==> src/rtl/movegen_pkg.sv <==
package movegen_pkg;

  // square index is rank times eight plus file, a1 is square 0
  typedef logic [5:0] square_t;

  // a single rank or file coordinate
  typedef logic [2:0] rank_t;

  // piece kind, the same code is used for both colours
  typedef logic [2:0] piece_t;

  // one serial square code, colour in the top bit and the piece kind below it
  typedef logic [3:0] pos_data_t;

  // stack slot laid out as {full, piece, square}
  typedef logic [9:0] stack_entry_t;

  // generated move laid out as {piece, from rank, from file, takes, to rank, to file}
  typedef logic [17:0] uci_move_t;

  // all 64 square codes side by side, square n sits at bits 4n+3 down to 4n
  typedef logic [255:0] board_t;

  localparam int NUM_SQUARES = 64;

  // bit of a square code that is set for a white piece
  localparam int COLOUR_BIT = 3;

  // bit of a stack entry that marks the slot as occupied
  localparam int ENTRY_FULL = 9;

  // piece codes, the rest (queen, rook, bishop, pawn) sit in between and above
  localparam piece_t PIECE_NONE = 3'd0;
  localparam piece_t PIECE_KING = 3'd1;
  localparam piece_t PIECE_KNIGHT = 3'd5;

  // a side rarely holds more than sixteen pieces
  localparam int STACK_DEPTH_DEFAULT = 16;

endpackage

==> src/rtl/movegen_board_load.sv <==
module movegen_board_load (
  input  logic                  clk,
  input  logic                  i_rst_n,
  input  logic                  i_pos_valid,
  input  logic                  i_pos_sop,
  input  movegen_pkg::pos_data_t i_pos_data,
  output movegen_pkg::square_t   o_square,
  output movegen_pkg::board_t    o_board
);

  // index of the next square expected on the serial load
  movegen_pkg::square_t square_q;

  // board copy, one four bit code per square
  movegen_pkg::board_t board_q;

  logic restart;

  // a start of packet always lands on a1, whatever the counter says
  assign restart = i_pos_valid & i_pos_sop;

  // the square of the code on the bus this cycle
  assign o_square = restart ? movegen_pkg::square_t'(0) : square_q;

  // count the squares as they arrive
  // the counter wraps from h8 back to a1 on its own after 64 squares
  always_ff @(posedge clk or negedge i_rst_n) begin
    if (!i_rst_n) begin
      square_q <= '0;
    end else if (i_pos_valid) begin
      square_q <= movegen_pkg::square_t'(o_square + 1'b1);
    end
  end

  // store every code into its slot of the board copy
  // empty squares are written too so a reload overwrites the old position
  always_ff @(posedge clk) begin
    if (i_pos_valid) begin
      board_q[{o_square, 2'b00} +: 4] <= i_pos_data;
    end
  end

  // the board copy feeds the own piece check and the takes lookup
  assign o_board = board_q;

endmodule

==> src/rtl/movegen_dest_scan.sv <==
module movegen_dest_scan (
  input  logic                               clk,
  input  logic                               i_rst_n,
  input  logic                               i_start,
  input  logic [movegen_pkg::NUM_SQUARES-1:0] i_targets,
  output movegen_pkg::square_t               o_to,
  output logic                               o_gen,
  output logic                               o_piece_done
);

  // the top request is the "no more moves" bit and is always set
  localparam int REQ_W = movegen_pkg::NUM_SQUARES + 1;

  // one-hot base, the scan looks for the first request at or above it
  logic [REQ_W-1:0]   base_q;
  logic [REQ_W-1:0]   req;
  logic [REQ_W-1:0]   grant;

  assign req = {1'b1, i_targets};

  // the usual carry chain bitscan
  // subtracting the base clears the lowest request at or above it and the
  // masking keeps just that bit
  // the done request on top is always found, so the search never has to wrap
  assign grant = req & ~(req - base_q);

  // once every destination has been granted the done bit wins
  assign o_piece_done = grant[REQ_W-1];
  assign o_gen = |grant[REQ_W-2:0];

  // one-hot to binary for the destination square
  always_comb begin
    o_to = '0;
    for (int s = 0; s < movegen_pkg::NUM_SQUARES; s++) begin
      if (grant[s]) begin
        o_to = o_to | movegen_pkg::square_t'(s);
      end
    end
  end

  // step the base to one above the last grant, back to a1 for a new piece
  always_ff @(posedge clk or negedge i_rst_n) begin
    if (!i_rst_n) begin
      base_q <= REQ_W'(1);
    end else if (i_start || o_piece_done) begin
      base_q <= REQ_W'(1);
    end else begin
      base_q <= grant << 1;
    end
  end

endmodule

==> src/rtl/movegen_leaper_targets.sv <==
module movegen_leaper_targets (
  input  movegen_pkg::stack_entry_t          i_head,
  input  movegen_pkg::board_t                i_board,
  input  logic                               i_wtp,
  output logic [movegen_pkg::NUM_SQUARES-1:0] o_targets
);

  // distance between two coordinates on one axis
  function automatic movegen_pkg::rank_t abs_diff(movegen_pkg::rank_t a, movegen_pkg::rank_t b);
    return (a > b) ? movegen_pkg::rank_t'(a - b) : movegen_pkg::rank_t'(b - a);
  endfunction

  movegen_pkg::piece_t piece;
  movegen_pkg::rank_t  from_rank;
  movegen_pkg::rank_t  from_file;
  logic                is_king;
  logic                is_knight;

  assign piece = i_head[8:6];
  assign from_rank = i_head[5:3];
  assign from_file = i_head[2:0];

  // only a real king or knight at the head makes destinations
  assign is_king = i_head[movegen_pkg::ENTRY_FULL] & (piece == movegen_pkg::PIECE_KING);
  assign is_knight = i_head[movegen_pkg::ENTRY_FULL] & (piece == movegen_pkg::PIECE_KNIGHT);

  // every destination works out its own distance to the from square
  // the distances come from true rank and file values, so a move can never
  // wrap around the edge of the board
  always_comb begin
    movegen_pkg::square_t   sq;
    movegen_pkg::rank_t     dr;
    movegen_pkg::rank_t     df;
    movegen_pkg::pos_data_t code;
    logic                   king_hit;
    logic                   knight_hit;
    logic                   own_piece;
    o_targets = '0;
    for (int d = 0; d < movegen_pkg::NUM_SQUARES; d++) begin
      sq = movegen_pkg::square_t'(d);
      dr = abs_diff(sq[5:3], from_rank);
      df = abs_diff(sq[2:0], from_file);
      code = i_board[4*d +: 4];
      // one step in any direction, but not the from square itself
      king_hit = (dr <= 3'd1) && (df <= 3'd1) && ((dr | df) != 3'd0);
      // two along one axis and one along the other
      knight_hit = ((dr == 3'd1) && (df == 3'd2)) || ((dr == 3'd2) && (df == 3'd1));
      // a piece of the side to play blocks the square, an opponent piece can be taken
      own_piece = (code[2:0] != movegen_pkg::PIECE_NONE) &&
                  (code[movegen_pkg::COLOUR_BIT] == i_wtp);
      o_targets[d] = ((is_king & king_hit) | (is_knight & knight_hit)) & ~own_piece;
    end
  end

endmodule

==> src/rtl/movegen_piece_stack.sv <==
module movegen_piece_stack #(
  parameter int STACK_DEPTH = movegen_pkg::STACK_DEPTH_DEFAULT
) (
  input  logic                      clk,
  input  logic                      i_rst_n,
  input  logic                      i_pos_valid,
  input  logic                      i_pos_sop,
  input  movegen_pkg::pos_data_t    i_pos_data,
  input  movegen_pkg::square_t      i_square,
  input  logic                      i_wtp,
  input  logic                      i_start,
  input  logic                      i_pop,
  output movegen_pkg::stack_entry_t o_head,
  output logic                      o_more
);

  // colour stacks, index 1 holds the white pieces and index 0 the black ones
  movegen_pkg::stack_entry_t side_q [2][STACK_DEPTH];

  // pieces of the side to play, the head is slot 0
  movegen_pkg::stack_entry_t move_q [STACK_DEPTH];

  logic                      occupied;
  logic                      restart;
  logic [1:0]                push;
  movegen_pkg::stack_entry_t new_entry;

  assign occupied = i_pos_data[2:0] != movegen_pkg::PIECE_NONE;
  assign restart = i_pos_valid & i_pos_sop;

  // an occupied square goes to the stack of its own colour
  assign push[1] = i_pos_valid & occupied & i_pos_data[movegen_pkg::COLOUR_BIT];
  assign push[0] = i_pos_valid & occupied & ~i_pos_data[movegen_pkg::COLOUR_BIT];

  assign new_entry = {1'b1, i_pos_data[2:0], i_square};

  // a push shifts every slot down by one and puts the new piece on top
  // on the first square the old position is thrown away in the same edge
  always_ff @(posedge clk or negedge i_rst_n) begin
    if (!i_rst_n) begin
      for (int c = 0; c < 2; c++) begin
        for (int k = 0; k < STACK_DEPTH; k++) begin
          side_q[c][k] <= '0;
        end
      end
    end else begin
      for (int c = 0; c < 2; c++) begin
        if (restart) begin
          for (int k = 1; k < STACK_DEPTH; k++) begin
            side_q[c][k] <= '0;
          end
          side_q[c][0] <= push[c] ? new_entry : '0;
        end else if (push[c]) begin
          for (int k = 1; k < STACK_DEPTH; k++) begin
            side_q[c][k] <= side_q[c][k-1];
          end
          side_q[c][0] <= new_entry;
        end
      end
    end
  end

  // start copies the whole colour stack in one edge, pop moves on to the next piece
  // a side without any piece gets one full slot holding no piece, so the scan
  // still finishes one piece and the generation ends with eop
  always_ff @(posedge clk or negedge i_rst_n) begin
    if (!i_rst_n) begin
      for (int k = 0; k < STACK_DEPTH; k++) begin
        move_q[k] <= '0;
      end
    end else if (i_start) begin
      for (int k = 0; k < STACK_DEPTH; k++) begin
        move_q[k] <= side_q[i_wtp][k];
      end
      if (!side_q[i_wtp][0][movegen_pkg::ENTRY_FULL]) begin
        move_q[0] <= {1'b1, movegen_pkg::PIECE_NONE, movegen_pkg::square_t'(0)};
      end
    end else if (i_pop) begin
      for (int k = 0; k < STACK_DEPTH - 1; k++) begin
        move_q[k] <= move_q[k+1];
      end
      move_q[STACK_DEPTH-1] <= '0;
    end
  end

  assign o_head = move_q[0];

  // another piece waits below the head
  assign o_more = move_q[1][movegen_pkg::ENTRY_FULL];

endmodule

==> src/rtl/movegen_top.sv <==
module movegen_top #(
  parameter int STACK_DEPTH = movegen_pkg::STACK_DEPTH_DEFAULT
) (
  input  logic                   clk,
  input  logic                   i_rst_n,
  input  logic                   i_pos_valid,
  input  logic                   i_pos_sop,
  input  movegen_pkg::pos_data_t i_pos_data,
  input  logic                   i_wtp,
  input  logic                   i_start,
  output logic                   o_uci_valid,
  output movegen_pkg::uci_move_t o_uci_data,
  output logic                   o_uci_sop,
  output logic                   o_uci_eop
);

  movegen_pkg::square_t               square;
  movegen_pkg::board_t                board;
  movegen_pkg::stack_entry_t          head;
  logic                               more;
  logic [movegen_pkg::NUM_SQUARES-1:0] targets;
  movegen_pkg::square_t               to_square;
  logic                               gen;
  logic                               piece_done;

  // serial load into the board copy, also numbers the squares for the stacks
  movegen_board_load u_board_load (
    .clk         (clk),
    .i_rst_n     (i_rst_n),
    .i_pos_valid (i_pos_valid),
    .i_pos_sop   (i_pos_sop),
    .i_pos_data  (i_pos_data),
    .o_square    (square),
    .o_board     (board)
  );

  // colour stacks fill during the load, the move stack is walked after start
  movegen_piece_stack #(
    .STACK_DEPTH (STACK_DEPTH)
  ) u_piece_stack (
    .clk         (clk),
    .i_rst_n     (i_rst_n),
    .i_pos_valid (i_pos_valid),
    .i_pos_sop   (i_pos_sop),
    .i_pos_data  (i_pos_data),
    .i_square    (square),
    .i_wtp       (i_wtp),
    .i_start     (i_start),
    .i_pop       (piece_done),
    .o_head      (head),
    .o_more      (more)
  );

  movegen_leaper_targets u_leaper_targets (
    .i_head    (head),
    .i_board   (board),
    .i_wtp     (i_wtp),
    .o_targets (targets)
  );

  // one destination per cycle, then the done grant pops the next piece
  movegen_dest_scan u_dest_scan (
    .clk          (clk),
    .i_rst_n      (i_rst_n),
    .i_start      (i_start),
    .i_targets    (targets),
    .o_to         (to_square),
    .o_gen        (gen),
    .o_piece_done (piece_done)
  );

  movegen_uci_out u_uci_out (
    .clk          (clk),
    .i_rst_n      (i_rst_n),
    .i_head       (head),
    .i_more       (more),
    .i_to         (to_square),
    .i_gen        (gen),
    .i_piece_done (piece_done),
    .i_board      (board),
    .o_uci_valid  (o_uci_valid),
    .o_uci_data   (o_uci_data),
    .o_uci_sop    (o_uci_sop),
    .o_uci_eop    (o_uci_eop)
  );

endmodule

==> src/rtl/movegen_uci_out.sv <==
module movegen_uci_out (
  input  logic                      clk,
  input  logic                      i_rst_n,
  input  movegen_pkg::stack_entry_t i_head,
  input  logic                      i_more,
  input  movegen_pkg::square_t      i_to,
  input  logic                      i_gen,
  input  logic                      i_piece_done,
  input  movegen_pkg::board_t       i_board,
  output logic                      o_uci_valid,
  output movegen_pkg::uci_move_t    o_uci_data,
  output logic                      o_uci_sop,
  output logic                      o_uci_eop
);

  movegen_pkg::piece_t    takes;
  movegen_pkg::uci_move_t move_word;
  movegen_pkg::uci_move_t buf_data;
  logic                   buf_valid;
  logic                   buf_sop;
  logic                   sop_done;
  logic                   last_done;
  logic                   release_buf;

  // what stands on the destination, none for an empty square
  assign takes = i_board[{i_to, 2'b00} +: 3];
  assign move_word = {i_head[8:6], i_head[5:3], i_head[2:0], takes, i_to[5:3], i_to[2:0]};

  // the last piece of the stack has run out of destinations
  assign last_done = i_head[movegen_pkg::ENTRY_FULL] & ~i_more & i_piece_done;

  // whether a move is the last one is only known later, so moves wait in a
  // one entry buffer until the next move arrives or the generation ends
  assign release_buf = i_gen | last_done;

  always_ff @(posedge clk) begin
    if (i_gen) begin
      buf_data <= move_word;
    end
    o_uci_data <= buf_data;
  end

  // sop_done remembers that the first move of this generation is already out
  always_ff @(posedge clk or negedge i_rst_n) begin
    if (!i_rst_n) begin
      buf_valid <= 1'b0;
      buf_sop <= 1'b0;
      sop_done <= 1'b0;
      o_uci_valid <= 1'b0;
      o_uci_sop <= 1'b0;
      o_uci_eop <= 1'b0;
    end else begin
      if (i_gen) begin
        buf_sop <= ~sop_done;
      end
      if (release_buf) begin
        buf_valid <= i_gen;
        sop_done <= (sop_done | i_gen) & ~last_done;
      end
      // eop rides with the flushed move, or goes out alone if the buffer is empty
      o_uci_valid <= buf_valid & release_buf;
      o_uci_sop <= buf_valid & buf_sop & release_buf;
      o_uci_eop <= last_done;
    end
  end

endmodule

==> config.mk <==
export PLATFORM = sky130hd
export DESIGN_NAME = movegen_top
export DESIGN_NICKNAME = d
export VERILOG_FILES = /design/src/rtl/movegen_pkg.sv /design/src/rtl/movegen_board_load.sv /design/src/rtl/movegen_dest_scan.sv /design/src/rtl/movegen_leaper_targets.sv /design/src/rtl/movegen_piece_stack.sv /design/src/rtl/movegen_top.sv /design/src/rtl/movegen_uci_out.sv
export SDC_FILE = /design/constraint.sdc
export NUM_CORES = 2
export LEC_CHECK = 0
export BUFFER_PORTS_ARGS = -buffer_cell sky130_fd_sc_hd__buf_4
export CAP_MARGIN = 25
export CORE_ASPECT_RATIO = 1.5
export CORE_MARGIN = 2
export CORE_UTILIZATION = 36
export DETAILED_ROUTE_END_ITERATION = 7
export GPL_ROUTABILITY_DRIVEN = 0
export PLACE_DENSITY_LB_ADDON = 0.05
export SETUP_SLACK_MARGIN = 0.05
export SLEW_MARGIN = 40
export SYNTH_ARGS = -nofsm -noshare
export SYNTH_HDL_FRONTEND = slang
export SYNTH_SLANG_ARGS = --single-unit
==> constraint.sdc <==
create_clock -name clk -period 17.73 [get_ports clk]
set_clock_uncertainty 0.2 [all_clocks]
set_input_delay 4.4325 -clock clk [delete_from_list [all_inputs] [get_ports clk]]
set_output_delay 4.4325 -clock clk [all_outputs]
set_load 0.01 [all_outputs]
==> impl_metrics.yaml <==
clocking:
  cts_made_buffers: 91
  clockBufferDepth: 3
  clkTransAtPathRegs_ns: 0.07
  cts_hold_buf: 0
  clock_sinks: 849
  cts-root-buf: "clkbuf_16"
  htree_levels: 3
  cts_resized: 0
  cts_setup_buffers: 0
  clock_latency_ns: 0.75
  cts_tree: "yes"
flow_run:
  max_cap_viol_count: 0
timing:
  finalSetupViolations: 0
  setup_tns_ns: 0
  finalMaxSlewViolations: 0
  rsz0062_at_grt: "no"
  period_minus_slack_ns: 12.60
  worst_slew_pin_slew_ns: 0.951
  hold_ws_ns: 0.142
  hold_viol_final: 0
  slew_headroom_pct: 36.6
  fin_crit_sh_pct: 71.1
  clock.fmax_ghz: 0.0794
power:
  p_per_area_nw_per_um2: 162
  p_leak_nw: 21.6
  power_mw: 8.31
  peakVddDrop_mv: 0.628
yosys:
  async_reset_ff_share_pct: 65.6
  synth.distinct_cells: 116
  syn-instance-count: 4555
  synth_common_cells: "556 x dfrtp_1, 523 x nor2_1, 319 x a21oi_1"
  synthTopCellsByArea: "dfrtp_1 30%, edfxtp_1 18%, a22o_1 5.9%"
  syn_nets: 4655
  ys_seq_area_share_pct: 48.9
  ys_warn_count: 0
  synth-seq-cells: 849
  synth_area_leader_cell: "dfrtp_1"
  yosysMostFrequentCell: "dfrtp_1"
  synth_area_um2: 46100
  synth-edff-count: 274
  ys.flop_type: "dfrtp_1"
  yosysTopAreaCellShare_pct: 30.2
  syn_avg_cell_area_um2: 10.1
global_route:
  grt_first_pass_wirelength_um: 260000
  grt_pass1_vias: 37700
  use_met1_pct: 29.1
  met2_usage_pct: 46.1
  gr-max-usage-layer: "met2"
  grt_max_degree: 155
  grtUsageMet3_pct: 4.70
  track_usage_pct: 27.0
  grt_overflow: 0
  antenna_found_initial: 9
die:
  die_h_um: 442
  coreArea_um2: 127000
  row_count: 160
  ios: 31
  start_util_pct: 36.3
  dieArea_um2: 131000
  die_w_um: 296
finish:
  seqCellArea_um2: 22500
  multi_input_area_um2: 21900
  nNetsFinal: 4540
  syn_to_final_growth_pct: 11.0
  nFillCells: 12500
  layout-drive-gt1-share_pct: 9.48
run_status:
  outcome: "finished, final reports clean"
hold_path:
  worstHoldPathCells: 0
  min_from: "u_uci_out.buf_data[9]$_DFFE_PP_"
  hold_class: "register to register"
  whs_endpoint: "u_uci_out.o_uci_data[9]$_DFF_P_"
worst_setup_path:
  cp_num_cells: 24
  r2r-end: "u_uci_out.buf_data[6]$_DFFE_PP_"
  cp.arrival_ns: 12.90
  slowest_delay_ns: 0.66
  reg2reg_slack_ns: 6.75
  critPathBufInv: 5
  crit_slowest_cell: "nor4_1"
  rr_worst_depth: 27
  setup.worst_path.start_class: "primary input"
  path_class: "primary input to register"
  end_kind: "register"
  reg2reg_from: "u_piece_stack.o_head[0]$_DFFE_PN0P_"
  crit_family: "simple AND/OR/NAND/NOR gates"
  cp_max_fo: 50
  crit_chain: "buf_8 -> buf_6 -> xnor2_1 -> o31ai_2 -> and2_1 -> a32oi_1 -> inv_1 -> ha_1 -> nand4_1 -> nor4_1 -> nand4_1 -> nor3_1 -> a22oi_1 -> and3_1 -> o21ai_0 -> or4bb_1 -> nor4_1 -> and4_2 -> buf_4 -> inv_2 -> nor2_1 -> a221oi_1 -> a211oi_1 -> and4bb_1"
  cp_data_required_time_ns: 18.03
route:
  drt_iter0_markers: 2606
  drc: 0
  drtPass1Iterations: 6
  ant_nets: 0
  avgViaCountPerCell: 5.98
  vias: 37200
  routedWlPerCell_um: 28.8
  wirelength_um: 179000
place:
  numPortBuffers: 30
  hpwl_um: 127000
-- per-stage QoR --
| step | setup slack [ns] | area [µm²] | utilization (%) | std cells |
|---|---|---|---|---|
| 2_1_floorplan | 7.19 | 46100 | - | 4555 |
| 3_3_place_gp | 4.33 | 47700 | 37.6 | 6030 |
| 3_5_place_dp | 4.57 | 48000 | 37.8 | 6043 |
| 4_1_cts | 5.36 | 51000 | 40.2 | 6211 |
| 5_1_grt | 4.59 | 51200 | 40.3 | 6217 |
| 6_report | 5.13 | 51200 | 40.3 | 6218 |
-- flip-flops by register name (all words and copies together) (netlist names) --
| signal | cells |
|---|---|
| u_uci_out.o_uci_valid | 1 |
| u_piece_stack.o_more | 1 |
| u_uci_out.sop_done | 1 |
| u_board_load.square_q | 6 |
| u_uci_out.o_uci_data | 18 |
| u_board_load.o_board | 256 |
| u_uci_out.buf_data | 18 |
| u_uci_out.buf_sop | 1 |
| u_uci_out.buf_valid | 1 |
| u_piece_stack.side_q | 320 |
| u_piece_stack.move_q | 149 |
| u_dest_scan.base_q | 65 |
| u_uci_out.o_uci_eop | 1 |
| u_uci_out.o_uci_sop | 1 |
| u_piece_stack.o_head | 10 |
-- metal layers --
metal  up-vias  wire length, µm
li1      16700                -
met1     18700            63300
met2      1271            89400
met3       502             9160
met4        10            16900
met5         -               51
-- cell usage in the layout, fill, tap and decap left out, drive strengths merged, types with 29 or more instances in the layout --
| cell | instances |
|---|---|
| nor2 | 526 |
| o22ai | 43 |
| inv | 154 |
| clkbuf | 124 |
| nor2b | 163 |
| xnor2 | 56 |
| o21a | 30 |
| nor3 | 104 |
| clkinv | 29 |
| a211oi | 173 |
| nand2 | 249 |
| and2 | 38 |
| mux2i | 193 |
| a21oi | 319 |
| mux2 | 47 |
| a22oi | 30 |
| o21ai | 130 |
| nand3 | 69 |
| buf | 113 |
| a22o | 312 |
| nand4 | 60 |
| dfrtp | 556 |
| a21o | 29 |
| or3 | 50 |
| ha | 89 |
| and3 | 33 |
| edfxtp | 274 |
| xor2 | 42 |
-- cell type report --
class / instances / share of cell area [%]
Multi-Input combinational cell: 3234 / 42.7
Antenna cell: 2 / 0.00978
Clock inverter: 47 / 0.949
Clock buffer: 121 / 4.93
Sequential cell: 849 / 44.0
Tap cell: 1701 / 4.16
Inverter: 148 / 1.09
Timing Repair Buffer: 116 / 2.10
-- worst register-to-register path, cell delays in order (launching register included) --
cell and delay, ns:
dfrtp_1 0.32, buf_4 0.41, inv_2 0.25, ha_1 0.77
nand3_1 0.36, a21oi_1 0.56, inv_1 0.15, o32ai_1 0.30
a22oi_1 0.17, clkbuf_4 0.25, a21oi_1 0.54, ha_1 0.47
a21oi_1 0.24, o21ai_0 0.18, a221oi_1 0.84, o31ai_1 0.20
a41oi_1 0.35, a21oi_1 0.11, o21ai_0 0.43, or4bb_1 0.53
nor4_1 0.66, and4_2 0.34, buf_4 0.46, inv_2 0.35
nor2_1 0.45, a221oi_1 0.17, a211oi_1 0.41, and4bb_1 0.26
-- cell families (layout without fill, tap and decap cells) --
kind of cell | Yosys count | in the layout | share of synthesized area, %
AND/OR/NAND/NOR | 1435 | 1435 | 15.6
AO/OA/AOI/OAI | 1371 | 1371 | 21.6
flip-flops | 849 | 849 | 48.9
buffers and inverters | 472 | 432 | 4.25
XOR/XNOR | 98 | 98 | 1.86
adder cells (fa/ha/maj) | 90 | 90 | 2.46
other | 0 | 2 | 0
multiplexers | 240 | 240 | 5.35
-- worst max-delay path by stage --
| stage | end | startpoint | slack, ns |
|---|---|---|---|
| after detailed placement | u_uci_out.buf_data[6]$_DFFE_PP_ | i_wtp | 4.57 |
| after CTS | u_uci_out.buf_data[6]$_DFFE_PP_ | i_wtp | 5.36 |
| after global placement | u_uci_out.buf_data[6]$_DFFE_PP_ | i_wtp | 4.33 |
| final | u_uci_out.buf_data[6]$_DFFE_PP_ | i_wtp | 5.13 |
| after floorplan | u_uci_out.buf_data[6]$_DFFE_PP_ | i_wtp | 7.19 |
| after global routing | u_uci_out.buf_data[6]$_DFFE_PP_ | i_wtp | 4.59 |
-- power by group --
part | internal, mW | total [mW] | switching [mW]
clock network | 1.11 | 1.98 | 0.867
registers | 2.28 | 2.42 | 0.146
logic | 1.20 | 3.91 | 2.71
Power figures use the tool's default switching activity.
